==> src/rv_pkg.sv <==
// RV64I pipeline shared definitions
// Widths, opcode constants, ALU operation codes and the stage records

package rv_pkg;

  localparam int xlen         = 64;
  localparam int reg_id_width = 5;

  typedef logic [31:0]             inst_t;
  typedef logic [xlen-1:0]         word_t;   // pc, imm, operands, results
  typedef logic [reg_id_width-1:0] reg_id_t;

  // Major opcodes, inst[6:0]
  localparam logic [6:0] op_imm    = 7'b0010011;
  localparam logic [6:0] op_imm_32 = 7'b0011011;
  localparam logic [6:0] op_reg    = 7'b0110011;
  localparam logic [6:0] op_32     = 7'b0111011;
  localparam logic [6:0] op_lui    = 7'b0110111;
  localparam logic [6:0] op_auipc  = 7'b0010111;
  localparam logic [6:0] op_jal    = 7'b1101111;
  localparam logic [6:0] op_jalr   = 7'b1100111;
  localparam logic [6:0] op_branch = 7'b1100011;
  localparam logic [6:0] op_system = 7'b1110011;
  localparam logic [6:0] op_store  = 7'b0100011; // Only for S-immediate selection

  typedef enum logic [4:0] {
    alu_add,
    alu_sub,
    alu_slt,
    alu_sltu,
    alu_and,
    alu_or,
    alu_xor,
    alu_sll,
    alu_srl,
    alu_sra,
    alu_pass_imm,
    alu_addw,
    alu_subw,
    alu_sllw,
    alu_srlw,
    alu_sraw,
    alu_eq,   // Compare group drives cond
    alu_ne,
    alu_lt,
    alu_ge,
    alu_ltu,
    alu_geu
  } alu_op_e;

  typedef struct packed {
    logic    valid;
    word_t   pc;
    reg_id_t rd;
    reg_id_t rs1;
    reg_id_t rs2;
    word_t   imm;
    alu_op_e alu_op;
    logic    need_imm;     // Operand b from imm, not rs2
    logic    reg_wen;
    logic    is_auipc;
    logic    is_jal;
    logic    is_jalr;
    logic    is_branch;
    logic    is_ebreak;
    logic    inst_not_ipl; // Encoding outside the supported set
  } decoded_t;

  typedef struct packed {
    logic    valid;
    word_t   pc;
    reg_id_t rd;
    word_t   result;
    logic    reg_wen;
    word_t   next_pc;
    logic    trap;
  } retire_t;

endpackage

==> src/rv_regfile.sv <==
// Integer register file
// 32 x 64-bit, two asynchronous read ports, one write port, x0 reads zero

`timescale 1ns/1ps

module rv_regfile import rv_pkg::*; (
  input  logic    clk,
  input  logic    rst,
  input  reg_id_t raddr1,
  input  reg_id_t raddr2,
  output word_t   rdata1,
  output word_t   rdata2,
  input  logic    wen,
  input  reg_id_t waddr,
  input  word_t   wdata
);

  word_t regs [2**reg_id_width];

  always_ff @(posedge clk) begin
    if (rst) begin
      for (int i = 0; i < 2**reg_id_width; i++) regs[i] <= '0;
    end else if (wen && waddr != '0) begin
      regs[waddr] <= wdata;
    end
  end

  assign rdata1 = (raddr1 == '0) ? '0 : regs[raddr1];
  assign rdata2 = (raddr2 == '0) ? '0 : regs[raddr2];

endmodule

==> config.mk <==
export PLATFORM = sky130hd
export DESIGN_NAME = rv_regfile
export DESIGN_NICKNAME = d
export VERILOG_FILES = /design/src/rv_pkg.sv /design/src/rv_regfile.sv
export SDC_FILE = /design/constraint.sdc
export NUM_CORES = 2
export LEC_CHECK = 0
export BUFFER_PORTS_ARGS = -buffer_cell sky130_fd_sc_hd__buf_2
export CAP_MARGIN = 10
export CORE_MARGIN = 10
export CORE_UTILIZATION = 35
export CTS_CLUSTER_DIAMETER = 80
export DETAILED_ROUTE_END_ITERATION = 7
export PLACE_DENSITY_LB_ADDON = 0.08
export SYNTH_ARGS = -nofsm -noshare
export SYNTH_HDL_FRONTEND = slang
export SYNTH_SLANG_ARGS = --single-unit
==> constraint.sdc <==
create_clock -name clk -period 6.4 [get_ports clk]
set_input_delay 0.96 -clock clk [delete_from_list [all_inputs] [get_ports clk]]
set_output_delay 0.96 -clock clk [all_outputs]
set_load 0.01 [all_outputs]
# Word-level counts from Yosys, hierarchy flattened
# Memories as Yosys holds them, arrays and structs flattened.
# Index checks and enable logic that the tools add are counted.
op_classes:
  n_reduce_logical: 5
  n_mux: 10
op_table:
  columns: ["operator", "count"]
  rows:
  - ["two-way mux 64 bit", 3]
  - ["OR reduction 64 bit", 1]
  - ["zero test 5 bit", 2]
  - ["two-way mux 1 bit", 6]
  - ["two-way mux 5 bit", 1]
  - ["nonzero test 5 bit", 1]
  - ["logical AND 1 bit", 1]
word_totals:
  out_inout_bits: 128
  register_bits: 0
  wordCells: 16
  ram_bits: 2048
  memories: 1
  in_bits: 82
mem_list:
  columns: ["memory", "words", "word_bits", "read_ports", "rd_clocked_by_memory_dff", "wr", "line", "text"]
  rows:
  - ["regs", 32, 64, 2, 0, 32, "rv_regfile.sv:18", "word_t regs [2**reg_id_width];"]

# Depth between registers and ports, before layout
depth:
  ltp_word: 7
  mapped_depth: 10
  mapped_depth_nobuf: 5

# Worst setup path after synthesis
# OpenSTA, ideal clock, no wires.
synth_timing:
  path_type: "in2out"
  from: "in raddr1[0]"
  to: "out rdata1[21]"
  slack_ps: 2770
  t_required_ps: 5440
  arrival_time_ps: 2670
  cell_stages: 8
  cell_sequence: "buf_4 > buf_6 > buf_2 > buf_2 > mux4_2 > mux2i_1 > o22ai_1 > a21o_1"
synth_via:
  elab_chain_len: 2
  elab_cells_between_ends: 3
synth_lines:
  columns: ["element", "line", "text"]
  rows:
  - ["start: declaration", "rv_regfile.sv:9", "input reg_id_t raddr1,"]
  - ["memory (32 x 64 bit) / zero test 5 bit (equally long branches)", null, null]
  - ["two-way mux 64 bit *", "rv_regfile.sv:28", "assign rdata1 = (raddr1 == '0) ? '0 : regs[raddr1];"]
  - ["end: declaration", "rv_regfile.sv:11", "output word_t rdata1,"]
# Mark *: on every way between the ends. The rest lies on a longest branch, timed or not.

# Worst setup path in the final report
layout_timing:
  from: "in raddr1[2]"
  to: "out rdata1[23]"
# The elaborated chain is that of the path after synthesis.

==> qor.yml <==
rsz0062_at_grt: "false"
io_pins: 210
syn_to_final_growth_pct: 13.31
synth-seq-cells: 2048
tightestPinTransition_ns: 1.256
vias: 70590
fin_nets: 7156
largest-register: "regs"
nFillCells: 28380
ys_async_sr_fraction: 0
drc: 0
cts_made_buffers: 241
cpMaxStageDelayCell: "a2111oi_4"
layout.core_utilization: 0.3978
die_width_um: 576.1
grt_remaining_overflow: 0
dieArea_mm2: 0.3319
gp_congestion: 0.8179
cts_setup_buffers: 0
cp_top_family: "compound AO/OA/AOI/OAI gates"
synth_seq_area_share: 0.5681
drtIter0Drc: 11000
dr.pass1.iters: 5
antenna_found_initial: 111
grt_pass1_wl_um: 665100
fin_setup_tns_ns: 0
grt_max_degree: 84
synthDistinctLibCells: 44
grt_pass1_vias: 69720
cts_htree_levels: 4
wl_per_cell_um: 43.76
die_y_um: 576.1
cp_cell_sequence: "clkbuf_8, nor2b_1, nand2_1, o22ai_1, a2111oi_0, a2111oi_4, buf_2"
initial_utilization: 0.3511
hold-path-cell-count: 1
cts_resized: 0
leakage_nw: 42.30
ir_drop_mv: 0.2470
yosys.area.top_type: "edfxtp_1"
power.density_mw_per_mm2: 279.0
drive_gt1_frac: 0.2684
dp_hpwl_um: 286000
synth_top_cells_by_count: "2,048 x edfxtp_1, 1,986 x and2_1, 906 x mux4_2"
status: "complete, no violations"
slowest_delay_ns: 1.12
cts_tree: "yes"
viasPerCell: 6.172
row_count: 204
finalWirelength_um: 500500
yosysWarnings: 0
whs_ns: 0.4574
ys.flop_type: "edfxtp_1"
critPathKind: "input port to output pin"
syn_area_per_cell_um2: 15.34
crit_required_ns: 5.44
hold_end: "regs[0][14]"
clock_sinks: 2048
ant_nets: 0
fin_crit_ns: 5.428
hold_viol: 0
relSlewSlack: 0.1625
path_buf_inv: 2
fmax_ghz: 0.1842
setup_viol: 0
slew_violations: 0
hold_buffers: 0
hold_path_class: "input port to flip-flop"
clkSlewWorstSetupHoldPaths_ns: 0.06
post-route-period-util: 0.8482
synth_cells: 7055
largest_register_ffs: 2048
cp-start-kind: "input port"
worstSetupEndpointType: "output pin"
min_from: "rst"
cp_data_arrival_time_ns: 4.47
numPortBuffers: 209
synth_edf_count: 2048
post-synth-top-count-cell: "edfxtp_1"
max-cap-violations: 0
critPathMaxFanout: 32
netlist.area_leader.share: 0.5681
reg_top3: "regs x2048"
syn_area_mm2: 0.1083
core_mm2: 0.3083
clock_path_buffers: 4
cts-root-buf: "clkbuf_16"
yosys-top-cells-area: "edfxtp_1 57%, mux4_2 19%, and2_1 11%"
gr-usage-all-layers: 0.2929
## power by group
part	leakage, nW	internal [W]	switching (W)	total [W]
Clock	3.72	0.00787	0.00593	0.0138
Sequential	19.5	0.0155	0.000367	0.0159
Combinational	19.1	0.00167	0.00288	0.00455
Total	42.3	0.0250	0.00918	0.0342
## cells in the final DEF, fill, tap and decap left out, types with 6 or more instances in the layout
| master | n |
|---|---|
| and3_1 | 31 |
| clkinv_2 | 43 |
| nand2b_1 | 6 |
| o2111ai_1 | 30 |
| clkinv_1 | 56 |
| a211oi_1 | 11 |
| buf_4 | 225 |
| a22o_1 | 30 |
| o22a_1 | 6 |
| diode_2 | 50 |
| mux2_2 | 122 |
| clkbuf_16 | 246 |
| a21oi_1 | 49 |
| nor2_4 | 37 |
| clkbuf_1 | 55 |
| nor2_1 | 20 |
| nand2_1 | 105 |
| o21ai_0 | 10 |
| a221oi_1 | 58 |
| a2111oi_0 | 7 |
| or2_4 | 32 |
| buf_2 | 199 |
| nor2b_1 | 9 |
| edfxtp_1 | 2048 |
| nand3_1 | 21 |
| and2_1 | 1985 |
| o221ai_1 | 54 |
| mux2i_1 | 363 |
| a21o_1 | 42 |
| conb_1 | 64 |
| o22ai_1 | 100 |
| a22oi_1 | 74 |
| nor4_1 | 7 |
| o211ai_1 | 30 |
| bufinv_16 | 22 |
| a32oi_1 | 30 |
| mux4_2 | 906 |
| buf_12 | 70 |
## worst max path at each step
stage               from    endpoint  slack (ns)  cells after the start
4_1_cts        raddr2[0]  rdata2[38]        1.09                      8
5_1_grt        raddr2[0]  rdata2[38]        1.05                      8
6_report       raddr1[2]  rdata1[23]        0.97                      7
3_5_place_dp   raddr2[0]  rdata2[38]        1.10                      8
2_1_floorplan  raddr1[0]  rdata1[21]        2.77                      8
3_3_place_gp   raddr1[2]  rdata1[37]        0.58                      7
## kinds of logic after synthesis
logic type,after synthesis,synth area share
AOI/OAI and AO/OA,539,0.03746
and+or+nand+nor,2284,0.1280
other,1,0.00003464
DFF,2048,0.5681
muxes,1391,0.2347
buffers and inverters,792,0.03166
## final cells by class
class / count / area [um^2] / area share
antenna: 50 / 125.1 / 0.001020
clock buffer: 301 / 6362 / 0.05187
clock inverter: 134 / 1235 / 0.01007
inverter: 2 / 11.26 / 0.00009180
multi-input combinational: 4278 / 44070 / 0.3593
sequential: 2048 / 61500 / 0.5014
tap: 4120 / 5155 / 0.04202
timing repair buffer: 503 / 4209 / 0.03431
## per-layer routing
layer,vias to the layer above,track usage,share of wire
met5,-,0,0.00042
li1,27300,-,-
met3,1005,0.05506,0.093
met4,32,0.1175,0.046
met2,4275,0.4608,0.46
met1,37970,0.4013,0.40
## metrics by stage
stage	area (um^2)	worst slack (ns)	cells	power (W)
after floorplan	108500	2.770	7118	0.01842
after global placement	114900	0.5755	10950	0.02063
after detailed placement	114900	1.100	10950	0.02065
after CTS	122500	1.089	11390	0.03435
after global routing	122600	1.054	11390	0.03504
final	122700	0.9716	11440	0.03422
Power figures use the tool's default switching activity.
