==> src/rv_pkg.sv <==
// RV64I pipeline shared definitions
// Widths, opcode constants, ALU operation codes and the stage records

package rv_pkg;

  localparam int xlen         = 64;
  localparam int reg_id_width = 5;

  typedef logic [31:0]             inst_t;
  typedef logic [xlen-1:0]         word_t;   // pc, imm, operands, results
  typedef logic [reg_id_width-1:0] reg_id_t;

  // Major opcodes, inst[6:0]
  localparam logic [6:0] op_imm    = 7'b0010011;
  localparam logic [6:0] op_imm_32 = 7'b0011011;
  localparam logic [6:0] op_reg    = 7'b0110011;
  localparam logic [6:0] op_32     = 7'b0111011;
  localparam logic [6:0] op_lui    = 7'b0110111;
  localparam logic [6:0] op_auipc  = 7'b0010111;
  localparam logic [6:0] op_jal    = 7'b1101111;
  localparam logic [6:0] op_jalr   = 7'b1100111;
  localparam logic [6:0] op_branch = 7'b1100011;
  localparam logic [6:0] op_system = 7'b1110011;
  localparam logic [6:0] op_store  = 7'b0100011; // Only for S-immediate selection

  typedef enum logic [4:0] {
    alu_add,
    alu_sub,
    alu_slt,
    alu_sltu,
    alu_and,
    alu_or,
    alu_xor,
    alu_sll,
    alu_srl,
    alu_sra,
    alu_pass_imm,
    alu_addw,
    alu_subw,
    alu_sllw,
    alu_srlw,
    alu_sraw,
    alu_eq,   // Compare group drives cond
    alu_ne,
    alu_lt,
    alu_ge,
    alu_ltu,
    alu_geu
  } alu_op_e;

  typedef struct packed {
    logic    valid;
    word_t   pc;
    reg_id_t rd;
    reg_id_t rs1;
    reg_id_t rs2;
    word_t   imm;
    alu_op_e alu_op;
    logic    need_imm;     // Operand b from imm, not rs2
    logic    reg_wen;
    logic    is_auipc;
    logic    is_jal;
    logic    is_jalr;
    logic    is_branch;
    logic    is_ebreak;
    logic    inst_not_ipl; // Encoding outside the supported set
  } decoded_t;

  typedef struct packed {
    logic    valid;
    word_t   pc;
    reg_id_t rd;
    word_t   result;
    logic    reg_wen;
    word_t   next_pc;
    logic    trap;
  } retire_t;

endpackage

==> src/rv_decode_stage.sv <==
// RV64I decode stage
// Splits an instruction into fields, immediate and control flags,
// and registers the bundle with its pc

`timescale 1ns/1ps

module rv_decode_stage import rv_pkg::*; (
  input  logic     clk,
  input  logic     rst,
  input  logic     in_valid,
  input  inst_t    in_inst,
  input  word_t    in_pc,
  output decoded_t decoded
);

  logic [6:0] opcode;
  logic [2:0] funct3;
  logic [6:0] funct7;
  decoded_t   dec_next;

  assign opcode = in_inst[6:0];
  assign funct3 = in_inst[14:12];
  assign funct7 = in_inst[31:25];

  logic is_imm, is_imm_32, is_reg, is_32, is_lui, is_auipc, is_jal, is_jalr;
  logic is_branch, is_system, is_store;

  assign is_imm    = (opcode == op_imm);
  assign is_imm_32 = (opcode == op_imm_32);
  assign is_reg    = (opcode == op_reg);
  assign is_32     = (opcode == op_32);
  assign is_lui    = (opcode == op_lui);
  assign is_auipc  = (opcode == op_auipc);
  assign is_jal    = (opcode == op_jal);
  assign is_jalr   = (opcode == op_jalr) && (funct3 == 3'b000);
  assign is_branch = (opcode == op_branch);
  assign is_system = (opcode == op_system);
  assign is_store  = (opcode == op_store);

  logic f7_zero, f7_alt, sh6_zero, sh6_alt;

  assign f7_zero  = (funct7 == 7'b0000000);
  assign f7_alt   = (funct7 == 7'b0100000);
  assign sh6_zero = (in_inst[31:26] == 6'b000000); // RV64 shamt is 6 bits wide
  assign sh6_alt  = (in_inst[31:26] == 6'b010000);

  // Register-immediate
  logic addi, slti, sltiu, andi, ori, xori, slli, srli, srai;
  assign addi  = is_imm & (funct3 == 3'b000);
  assign slti  = is_imm & (funct3 == 3'b010);
  assign sltiu = is_imm & (funct3 == 3'b011);
  assign xori  = is_imm & (funct3 == 3'b100);
  assign ori   = is_imm & (funct3 == 3'b110);
  assign andi  = is_imm & (funct3 == 3'b111);
  assign slli  = is_imm & (funct3 == 3'b001) & sh6_zero;
  assign srli  = is_imm & (funct3 == 3'b101) & sh6_zero;
  assign srai  = is_imm & (funct3 == 3'b101) & sh6_alt;

  // Register-register, mul/div land in none of these
  logic add, sub, slt, sltu, and_inst, or_inst, xor_inst, sll, srl, sra;
  assign add      = is_reg & (funct3 == 3'b000) & f7_zero;
  assign sub      = is_reg & (funct3 == 3'b000) & f7_alt;
  assign sll      = is_reg & (funct3 == 3'b001) & f7_zero;
  assign slt      = is_reg & (funct3 == 3'b010) & f7_zero;
  assign sltu     = is_reg & (funct3 == 3'b011) & f7_zero;
  assign xor_inst = is_reg & (funct3 == 3'b100) & f7_zero;
  assign srl      = is_reg & (funct3 == 3'b101) & f7_zero;
  assign sra      = is_reg & (funct3 == 3'b101) & f7_alt;
  assign or_inst  = is_reg & (funct3 == 3'b110) & f7_zero;
  assign and_inst = is_reg & (funct3 == 3'b111) & f7_zero;

  // Word forms
  logic addiw, slliw, srliw, sraiw, addw, subw, sllw, srlw, sraw;
  assign addiw = is_imm_32 & (funct3 == 3'b000);
  assign slliw = is_imm_32 & (funct3 == 3'b001) & f7_zero;
  assign srliw = is_imm_32 & (funct3 == 3'b101) & f7_zero;
  assign sraiw = is_imm_32 & (funct3 == 3'b101) & f7_alt;
  assign addw  = is_32 & (funct3 == 3'b000) & f7_zero;
  assign subw  = is_32 & (funct3 == 3'b000) & f7_alt;
  assign sllw  = is_32 & (funct3 == 3'b001) & f7_zero;
  assign srlw  = is_32 & (funct3 == 3'b101) & f7_zero;
  assign sraw  = is_32 & (funct3 == 3'b101) & f7_alt;

  // Branches and system
  logic beq, bne, blt, bge, bltu, bgeu, ebreak, legal;
  assign beq    = is_branch & (funct3 == 3'b000);
  assign bne    = is_branch & (funct3 == 3'b001);
  assign blt    = is_branch & (funct3 == 3'b100);
  assign bge    = is_branch & (funct3 == 3'b101);
  assign bltu   = is_branch & (funct3 == 3'b110);
  assign bgeu   = is_branch & (funct3 == 3'b111);
  assign ebreak = is_system & (funct3 == 3'b000) & (in_inst[31:20] == 12'h001);

  assign legal = addi | slti | sltiu | andi | ori | xori | slli | srli | srai |
                 add | sub | slt | sltu | and_inst | or_inst | xor_inst |
                 sll | srl | sra | addiw | slliw | srliw | sraiw |
                 addw | subw | sllw | srlw | sraw | is_lui | is_auipc |
                 is_jal | is_jalr | beq | bne | blt | bge | bltu | bgeu | ebreak;

  always_comb begin
    dec_next          = '0;
    dec_next.valid    = in_valid;
    dec_next.pc       = in_pc;
    dec_next.rd       = in_inst[11:7];
    dec_next.rs1      = in_inst[19:15];
    dec_next.rs2      = in_inst[24:20];

    // Immediate by format
    if (is_lui | is_auipc)
      dec_next.imm = {{32{in_inst[31]}}, in_inst[31:12], 12'b0};
    else if (is_jal)
      dec_next.imm = {{43{in_inst[31]}}, in_inst[31], in_inst[19:12], in_inst[20],
                      in_inst[30:21], 1'b0};
    else if (is_branch)
      dec_next.imm = {{51{in_inst[31]}}, in_inst[31], in_inst[7], in_inst[30:25],
                      in_inst[11:8], 1'b0};
    else if (is_store)
      dec_next.imm = {{52{in_inst[31]}}, in_inst[31:25], in_inst[11:7]};
    else
      dec_next.imm = {{52{in_inst[31]}}, in_inst[31:20]}; // I-type default

    dec_next.alu_op = alu_add; // addi, add, jalr address
    if (sub)                  dec_next.alu_op = alu_sub;
    else if (slti | slt)      dec_next.alu_op = alu_slt;
    else if (sltiu | sltu)    dec_next.alu_op = alu_sltu;
    else if (andi | and_inst) dec_next.alu_op = alu_and;
    else if (ori | or_inst)   dec_next.alu_op = alu_or;
    else if (xori | xor_inst) dec_next.alu_op = alu_xor;
    else if (slli | sll)      dec_next.alu_op = alu_sll;
    else if (srli | srl)      dec_next.alu_op = alu_srl;
    else if (srai | sra)      dec_next.alu_op = alu_sra;
    else if (is_lui)          dec_next.alu_op = alu_pass_imm;
    else if (addiw | addw)    dec_next.alu_op = alu_addw;
    else if (subw)            dec_next.alu_op = alu_subw;
    else if (slliw | sllw)    dec_next.alu_op = alu_sllw;
    else if (srliw | srlw)    dec_next.alu_op = alu_srlw;
    else if (sraiw | sraw)    dec_next.alu_op = alu_sraw;
    else if (beq)             dec_next.alu_op = alu_eq;
    else if (bne)             dec_next.alu_op = alu_ne;
    else if (blt)             dec_next.alu_op = alu_lt;
    else if (bge)             dec_next.alu_op = alu_ge;
    else if (bltu)            dec_next.alu_op = alu_ltu;
    else if (bgeu)            dec_next.alu_op = alu_geu;

    dec_next.need_imm     = is_imm | is_imm_32 | is_lui | is_auipc | is_jal | is_jalr;
    dec_next.reg_wen      = is_imm | is_imm_32 | is_reg | is_32 | is_lui | is_auipc |
                            is_jal | is_jalr;
    dec_next.is_auipc     = is_auipc;
    dec_next.is_jal       = is_jal;
    dec_next.is_jalr      = is_jalr;
    dec_next.is_branch    = is_branch;
    dec_next.is_ebreak    = ebreak;
    dec_next.inst_not_ipl = ~legal;
  end

  always_ff @(posedge clk) begin
    decoded <= dec_next;
    if (rst) decoded.valid <= 1'b0; // Payload fields keep running
  end

endmodule

==> config.mk <==
export PLATFORM = sky130hd
export DESIGN_NAME = rv_decode_stage
export DESIGN_NICKNAME = d
export VERILOG_FILES = /design/src/rv_pkg.sv /design/src/rv_decode_stage.sv
export SDC_FILE = /design/constraint.sdc
export NUM_CORES = 1
export LEC_CHECK = 0
export BUFFER_PORTS_ARGS = -buffer_cell sky130_fd_sc_hd__buf_2
export CAP_MARGIN = 20
export CORE_AREA = 2 2 99 101
export DETAILED_ROUTE_END_ITERATION = 10
export DIE_AREA = 0 0 101 103
export PLACE_DENSITY = 0.74
export SLEW_MARGIN = 40
export SYNTH_ARGS = -nofsm -noshare
export SYNTH_HDL_FRONTEND = slang
export SYNTH_SLANG_ARGS = --single-unit
==> constraint.sdc <==
create_clock -name clk -period 1.8 [get_ports clk]
set_input_delay 0.27 -clock clk [delete_from_list [all_inputs] [get_ports clk]]
set_output_delay 0.27 -clock clk [all_outputs]
set_load 0.01 [all_outputs]
* Word level (Yosys, flattened, before mapping)
Index checks and enable logic that the tools add are counted.
** Cells by class
- Bitwise gates (word level) :: 114
- Reductions and logical operators :: 8
- Equality and inequality tests :: 21
- Muxes and demuxes :: 24
** Operators with widths (number)
- 1-bit bitwise OR :: 62
- 1-bit bitwise AND :: 51
- 7-bit by 6-bit equality test with 1-bit output (second input constant) :: 5
- 5-bit two-way mux :: 7
- 4-bit two-way mux :: 8
- 31-bit two-way mux :: 1
- 7-bit equality test (second input constant) :: 4
- 7-bit by 5-bit equality test with 1-bit output (second input constant) :: 3
- 20-bit two-way mux :: 1
- 15-bit OR reduction :: 1
- 12-bit by 1-bit equality test with 1-bit output (second input constant) :: 1
- 3-bit equality test (second input constant) :: 4
- 12-bit two-way mux :: 1
- 3-bit two-way mux :: 4
- 7-bit logical NOT :: 1
- 7-bit OR reduction :: 1
- 3-bit by 2-bit equality test with 1-bit output (second input constant) :: 2
- 6-bit by 5-bit equality test with 1-bit output (second input constant) :: 1
- 6-bit logical NOT :: 1
- 3-bit OR reduction :: 2
- 2-bit two-way mux :: 2
- 3-bit by 1-bit equality test with 1-bit output (second input constant) :: 1
- 3-bit logical NOT :: 1
- 1-bit logical AND :: 1
- 1-bit inverter :: 1
** Storage, ports and cells
- Register bits after elaboration :: 125
- Logic and storage cells :: 187
- Input bits :: 99
- Output and inout bits :: 157

* Depth between registers and ports, before layout
Gate-level depths: netlist of the first run.
- Word-level depth :: 41
- Depth in mapped cells :: 7
- Gate-level depth less buffers :: 5

* Worst setup path before layout of the first run
OpenSTA, ideal clock, no wires.
- Path kind :: in2reg
- Start point :: input in_inst[30]
- End point :: register decoded[10] (netlist bit)
- Arrival :: 1426 ps
- Library setup time :: 124 ps
- Required time :: 1676 ps
- Stages :: 6
- Path buffers :: 1
- Slack :: 249 ps
- Cells stage by stage :: buf_2 > nor3_2 > a31oi_2 > nor3b_2 > a22o_1 > a2111o_1
** Between the ends
- Longest elaborated chain between the ends :: 15
- Elaborated cells on any way between the ends :: 49
- Classes of those cells :: eq/ne (2); mux (12); bitwise (32); reduce/logical (3)
** Ends and longest elaborated chain
- start: declaration :: line rv_decode_stage.sv:11 : input inst_t in_inst,
- 7-bit by 6-bit equality test with 1-bit output :: line rv_decode_stage.sv:43 : assign f7_alt = (funct7 == 7'b0100000);
- 1-bit bitwise AND, on equally long branches :: line rv_decode_stage.sv:77, rv_decode_stage.sv:82
- 1-bit bitwise OR :: line rv_decode_stage.sv:137 : else if (sraiw | sraw) dec_next.alu_op = alu_sraw;
- 4-bit two-way mux :: line rv_decode_stage.sv:137
- 4-bit two-way mux :: line rv_decode_stage.sv:136 : else if (srliw | srlw) dec_next.alu_op = alu_srlw;
- 4-bit two-way mux :: line rv_decode_stage.sv:135 : else if (slliw | sllw) dec_next.alu_op = alu_sllw;
- 4-bit two-way mux :: line rv_decode_stage.sv:134 : else if (subw) dec_next.alu_op = alu_subw;
- 4-bit two-way mux :: line rv_decode_stage.sv:133 : else if (addiw | addw) dec_next.alu_op = alu_addw;
- 4-bit two-way mux :: line rv_decode_stage.sv:132 : else if (is_lui) dec_next.alu_op = alu_pass_imm;
- 4-bit two-way mux :: line rv_decode_stage.sv:131 : else if (srai | sra) dec_next.alu_op = alu_sra;
- 4-bit two-way mux :: line rv_decode_stage.sv:130 : else if (srli | srl) dec_next.alu_op = alu_srl;
- 3-bit two-way mux :: line rv_decode_stage.sv:129 : else if (slli | sll) dec_next.alu_op = alu_sll;
- 3-bit two-way mux :: line rv_decode_stage.sv:128 : else if (xori | xor_inst) dec_next.alu_op = alu_xor;
- 3-bit two-way mux :: line rv_decode_stage.sv:127 : else if (ori | or_inst) dec_next.alu_op = alu_or;
- 3-bit two-way mux :: line rv_decode_stage.sv:126 : else if (andi | and_inst) dec_next.alu_op = alu_and;
- end signal: assignment :: line rv_decode_stage.sv:157 : decoded <= dec_next;
- end: declaration :: line rv_decode_stage.sv:13 : output decoded_t decoded
Parallel ways exist; a longest one is shown, timed or not.
A chain may end at the register's enable or synchronous reset.

* Worst setup path after layout of the first run
- Start point :: input in_inst[31]
- End point :: register decoded[10] (netlist bit)
The elaborated chain is that of the path after synthesis.

==> parameters.txt, run 1 <==
Parameter                              Value

Outcome
  Outcome    completed

Synthesis
  Post-synthesis cell type count    49
  Area share of the largest cell type after synthesis    68.2%
  Top cell type by total area after synthesis    dfxtp_1
  Post-synth top cells    125 x dfxtp_1, 32 x buf_4, 19 x a21o_1
  Count of flip-flops with a built-in enable after synthesis    0
  Synthesized Nets    401
  Count leader, synth    dfxtp_1
  Synth warn    0
  Flip-flop cell with the highest count after synthesis    dfxtp_1
  Number of storage elements in the synthesis netlist    125
  Share of flip-flops with an asynchronous set or reset    0%
  Sequential share of the synthesized area    68.2%
  Cell types occupying the most area after synthesis    dfxtp_1 68%, buf_4 6.5%, a21o_1 3.9%
  Number of instances in the synthesized netlist    302
  Combined area of all synthesized cells    3670 µm²
  Syn avg cell area    12.1 µm²

STA
  Crit path time final    1.71 ns
  Total of endpoints with negative setup slack in the final report    0
  Number of hold-slack violations in the final timing report    0
  Minimum hold slack    0.0247 ns
  Slew Viols, Final    0
  Slew @ Worst Pin    0.460 ns
  Worst relative slew slack    68.9%
  Final period utilization    95.2%
  RSZ-0062 raised after global routing    false
  Achievable clock frequency    583 MHz

Finish
  Biggest register    decoded
  Area Growth Syn to Fin    73.5%
  Number of antenna cells inserted    0
  Number of flip-flops under the largest register name    125
  Filler-free cell count of the finished design    761
  Post-route design area    6370 µm²
  Biggest registers after layout    decoded: 125 flops
  Share of layout cells above drive strength 1    48.7%
  Nets    733

Floorplanning
  IO Count    256
  Initial Util    38.8%
  Die X    101 µm
  Area of the core    9460 µm²
  Site row count    36
  Vertical extent of the die    103 µm
  Die area    10,400 µm²

Critical path
  Cell Chain, Critical Path    dlygate4sd3_1, buf_2, nor3_2, buf_4, nand2_1, nor3_1, a41o_1, a2111o_1
  Worst setup SP type    input pin
  WP depth    8
  Start-to-end type of the worst setup path    in2reg
  Worst-path cell with the longest stage delay    dlygate4sd3_1
  Delay of the slowest cell on the worst path    0.52 ns
  Crit end category    register
  Data required time of the worst path    2.17 ns
  Largest fanout of any net on the critical path    6
  Worst setup path start    in_inst[31]
  WP data arrival    2.09 ns
  Largest delay contributor family on the critical path    buffers and inverters
  Buffering stage count on the worst path with inverters included    3

Drt
  Number of violations reported at the end of detailed-routing iteration 0    113
  Post-detailed-route DRC marker count    0
  Remaining antenna violation count    0
  Detailed-route wire length    14.0 mm
  Via-to-Cell Ratio    4.63
  Detailed Routing Iterations Pass 1    4
  Via Count    3,522
  Post-DR wirelength/cell    18.4 µm

Clocking
  CTS tree    done
  Clock tree root buffer cell    clkbuf_8
  Clock sink count    125
  H-tree levels    4
  CTS clk-pin slew, worst paths    0.06 ns
  Number of buffers created by CTS    17
  CTS Buffer Depth    2

Worst hold path
  Number of stages on the worst hold path    2
  Min-delay src    in_inst[28]
  Path category of the worst min-delay check    in2reg

Power and ir drop
  Areal power density over the cells    1120 nW/µm²
  Worst-case vdd ir drop    0.000841 V
  Cell internal power dissipation    5.34 mW
  Seq pwr share    41.5%
  Power share of the combinational group    10.2%
  Post-layout total power    7.12 mW
  Net switching power figure    1.78 mW
  Share of power burned in the clock network    48.3%
  Proportion of total power due to net switching    24.9%
  Static power due to leakage    3.20 nW

Placed design
  Hpwl dp    8.30 mm
  Placer Congestion    0.865
  Post-Place Cell Area    4940 µm²
  Port Buffer Count    255
  Placed cells    647

Global routing
  Total grt overflow    0
  Initial antenna violation count    0
  First-pass GRT wire length    19.5 mm
  Via count of the first global-routing pass    3,558
  Layer with the highest usage after global routing    met2
  GR Layer Usage met2    48.4%
  M3 GR Usage    8.47%
  Met1 global-route usage    25.3%
  Largest net degree at the start of global routing    34
  Combined global-route utilization of all metal layers    25.6%

Run
  Number of max-capacitance violations reported    0
[metal layers]
metal	wire [µm]	vias to the layer above
li1	-	1662
met1	4780	1644
met2	7830	184
met3	925	32
met4	444	0
met5	0	-
[cells in the final DEF (no fill, tap or decap), types with 6 or more instances in the layout]
cell type,netlist,layout
a21o_1,19,19
buf_2,4,255
buf_4,32,16
clkbuf_16,0,16
dfxtp_1,125,125
dlygate4sd3_1,0,82
inv_6,0,6
nand2_1,13,13
nor2_1,15,15
nor2b_1,6,6
nor3_1,12,12
[kinds of logic after synthesis]
| logic type | after synthesis | synth area share [%] |
|---|---|---|
| AO/OA/AOI/OAI | 43 | 8.60 |
| multiplexers | 5 | 1.36 |
| AND/OR/NAND/NOR | 85 | 13.7 |
| buffers and inverters | 44 | 8.15 |
| flip-flops | 125 | 68.2 |
[worst paths after layout]
kind                                endpoint  slack [ns]
worst max-delay path  decoded[10]$_SDFF_PP0_        0.09
worst min-delay path     decoded[41]$_DFF_P_        0.02
[area by class of cell]
cell class              count  area, µm²
well taps                 114        143
clock buffers              18        428
fillers                   703       3090
clock inverters            14        169
flip-flops and latches    125       2500
multi-input cells         133        876
repair buffers            354       2240
inverters                   3       11.3
[power groups by stage]
stage	Sequential, mW	Clock (mW)	Combinational (mW)
final	2.96	3.44	0.726
after global routing	2.97	3.60	0.779
after CTS	2.94	3.43	0.701
after detailed placement	3.00	0	0.557
after global placement	3.00	0	0.551
after floorplan	3.09	0	0.171
[stage by stage]
stage | setup TNS, ns | util [%] | worst slack [ns]
2_1_floorplan | 0 | - | 0.249
3_3_place_gp | 0 | 52.2 | 0.0667
3_5_place_dp | -0.0229 | 52.2 | -0.0133
4_1_cts | 0 | 67.2 | 0.0235
5_1_grt | 0 | 67.3 | 0.00661
6_report | 0 | 67.3 | 0.0860
[repair_timing]
| item | CTS | global route |
|---|---|---|
| setup endpoints to repair | 0 | 1 |
| setup buffers | 0 | 0 |
| hold buffers | 82 | 0 |
| resized for setup | 0 | 1 |
| hold endpoints to repair | 87 | 0 |
Power figures use the tool's default switching activity.
==> inputs of run 2 (changes only) <==
--- a/config.mk
+++ b/config.mk
@@ -7,9 +7,9 @@
 export LEC_CHECK = 0
 export BUFFER_PORTS_ARGS = -buffer_cell sky130_fd_sc_hd__buf_2
 export CAP_MARGIN = 20
-export CORE_AREA = 2 2 99 101
+export CORE_AREA = 2 2 114 88
 export DETAILED_ROUTE_END_ITERATION = 10
-export DIE_AREA = 0 0 101 103
+export DIE_AREA = 0 0 116 90
 export PLACE_DENSITY = 0.74
 export SLEW_MARGIN = 40
 export SYNTH_ARGS = -nofsm -noshare
==> run 2 against run 1 <==
Against the previous run:
- final area is 0.81% lower
- sequential cell count unchanged
- sequential share of layout area rose by 0.32 points
- count of clock-buffer cells in the layout grew 1
- critical endpoint is now decoded[8]$_SDFF_PP1_
- largest power group unchanged
- worst hold slack worse by 0.0070 ns
- via count about the same
- critical path type unchanged
==> parameters.txt, run 2 (same netlist as run 1, synthesis figures left out) <==
Parameter                              Value

Outcome
  Outcome    completed

Floorplanning
  Vertical extent of the die    90 µm (-13%)
  Die area    10,400 µm² (+0.36%)
  Area of the core    9390 µm² (-0.77%)
  IO Count    256 (unchanged)
  Site row count    31 (-14%)
  Die X    116 µm (+15%)
  Initial Util    39.1% (+0.30 points)

Finish
  Number of flip-flops under the largest register name    125 (unchanged)
  Biggest registers after layout    decoded: 125 flops
  Share of layout cells above drive strength 1    48.9% (+0.21 points)
  Filler-free cell count of the finished design    769 (+1.1%)
  Leading cell type in the layout, fill and taps excluded    buf_2
  Nets    722 (-1.5%)
  Biggest register    decoded
  Commonest cells after routing, fill and taps aside    255 x buf_2, 125 x dfxtp_1, 73 x dlygate4sd3_1
  Area Growth Syn to Fin    72.1%

STA
  Total Neg Setup Slack    0 ns (unchanged)
  Final period utilization    78.7% (-17 points)
  Number of hold-slack violations in the final timing report    0 (unchanged)
  Slew Viols, Final    0 (unchanged)
  RSZ-0062 raised after global routing    false
  Worst relative slew slack    66.9% (-2.0 points)
  Total of endpoints with negative setup slack in the final report    0 (unchanged)
  Slew @ Worst Pin    0.489 ns (+0.0288 ns)
  Achievable clock frequency    706 MHz (+21%)
  Crit path time final    1.42 ns (-0.298 ns)
  Fin worst setup slack    0.384 ns (+0.298 ns)

Critical path
  WP data arrival    1.70 ns (-0.39 ns)
  Largest fanout of any net on the critical path    9 (+3)
  Delay of the slowest cell on the worst path    0.41 ns (-0.11 ns)
  Data required time of the worst path    2.08 ns (-0.09 ns)
  Worst-path cell with the longest stage delay    nor4bb_1
  Worst setup SP type    input pin
  Cell Chain, Critical Path    buf_2, nor4bb_1, nand2_1, nor3b_2, a21boi_1, a21oi_1
  Crit end category    register
  Start-to-end type of the worst setup path    in2reg

Global routing
  Total grt overflow    0 (unchanged)
  M3 GR Usage    8.16% (-0.32 points)
  Via count of the first global-routing pass    3,731 (+4.9%)
  Combined global-route utilization of all metal layers    27.7% (+2.1 points)
  Layer with the highest usage after global routing    met2
  Largest net degree at the start of global routing    34 (unchanged)
  Met1 global-route usage    26.6% (+1.3 points)
  GR Layer Usage met2    51.9% (+3.5 points)
  First-pass GRT wire length    20.9 mm (+7.4%)
  Initial antenna violation count    1 (+1)

Drt
  Post-detailed-route DRC marker count    0 (unchanged)
  Via Count    3,520 (-0.057%)
  Detailed-route wire length    14.3 mm (+2.5%)
  Post-DR wirelength/cell    18.6 µm (+1.5%)
  Number of violations reported at the end of detailed-routing iteration 0    209 (+85%)
  Remaining antenna violation count    0 (unchanged)
  Detailed Routing Iterations Pass 1    5 (+1)
  Via-to-Cell Ratio    4.58 (-1.1%)

Power and ir drop
  Seq pwr share    39.9% (-1.6 points)
  Worst-case vdd ir drop    0.000813 V (-3.4%)
  Static power due to leakage    3.17 nW (-1.1%)
  Share of power burned in the clock network    50.6% (+2.3 points)
  Power share of the combinational group    9.6% (-0.6 points)
  Net switching power figure    1.67 mW (-5.7%)
  Areal power density over the cells    1170 nW/µm² (+5.0%)
  Proportion of total power due to net switching    22.6% (-2.3 points)
  Cell internal power dissipation    5.74 mW (+7.4%)

Clocking
  Number of gates resized after CTS    0 (unchanged)
  Clock sink count    125 (unchanged)
  Clock tree root buffer cell    clkbuf_16
  Post CTS Setup Buffer Count    0 (unchanged)
  CTS Buffer Depth    2 (unchanged)
  CTS clk-pin slew, worst paths    0.06 ns (about the same)
  H-tree levels    4 (unchanged)
  CTS tree    done
  Number of hold buffers added after CTS    73 (-11%)
  Number of buffers created by CTS    17 (unchanged)

Placed design
  Placer Congestion    0.881 (+1.9%)
  Placed cells    663 (+2.5%)
  Hpwl dp    8.79 mm (+5.8%)
  Post-placement setup slack    0.0115 ns (+0.0248 ns)
  Port Buffer Count    255 (unchanged)

Worst hold path
  Path category of the worst min-delay check    in2reg

Run
  Number of max-capacitance violations reported    0 (unchanged)
==> run 2: cell types whose count changed in the layout (fill, tap and decap cells not counted) <==
cell,change
clkinv_2,+1
a31oi_2,+1
dlygate4sd3_1,-9
inv_6,-4
buf_4,-1
buf_12,-1
diode_2,+1
clkbuf_16,+1
inv_8,-2
bufinv_16,+3
a31oi_4,-1
clkinvlp_4,+1
clkbuf_8,-2
clkbuf_1,+2
==> run 2: routing by layer <==
metal / vias up / routed length [µm] / share of wire, %
met2: 207 / 7770 / 54
met3: 36 / 1170 / 8.2
met4: 0 / 489 / 3.4
met1: 1630 / 4900 / 34
li1: 1647 / - / -
met5: - / 0 / 0
==> run 2: stage by stage <==
stage	power (mW)	hold slack (ns)	utilization [%]	area (µm²)
2_1_floorplan	3.26	0.298	-	3670
3_3_place_gp	3.55	0.372	52.6	4930
3_5_place_dp	3.56	0.374	52.6	4930
4_1_cts	7.36	0.000430	67.2	6310
5_1_grt	7.63	0.0130	67.3	6310
6_report	7.41	0.0177	67.3	6310
==> run 2: worst max-delay path: cells and delay by family <==
family                 cells  cell delay, ns
AO/OA/AOI/OAI              2            0.26
AND/OR/NAND/NOR            3            1.02
buffers and inverters      1            0.15
==> run 2: worst paths after layout <==
kind / startpoint / slack, ns / depth (start not counted) / end
setup / recovery: in_inst[3] / 0.38 / 6 / decoded[8]$_SDFF_PP1_
hold / removal: in_inst[7] / 0.02 / 1 / decoded[87]$_DFF_P_
==> run 2: layout make-up <==
class | instances | area (µm²)
Fill cell | 706 | 3070
Sequential cell | 125 | 2500
Timing Repair Buffer | 343 | 2120
Multi-Input combinational cell | 133 | 867
Clock buffer | 19 | 433
Clock inverter | 13 | 214
Tap cell | 132 | 165
Inverter | 3 | 11.3
Antenna cell | 1 | 2.50
==> run 2: power by group through the flow <==
| stage | sequential [mW] | combinational [mW] | clock (mW) |
|---|---|---|---|
| after detailed placement | 3.00 | 0.555 | 0 |
| final | 2.95 | 0.708 | 3.75 |
| after global placement | 3.00 | 0.547 | 0 |
| after global routing | 2.96 | 0.756 | 3.91 |
| after CTS | 2.95 | 0.688 | 3.72 |
| after floorplan | 3.09 | 0.171 | 0 |
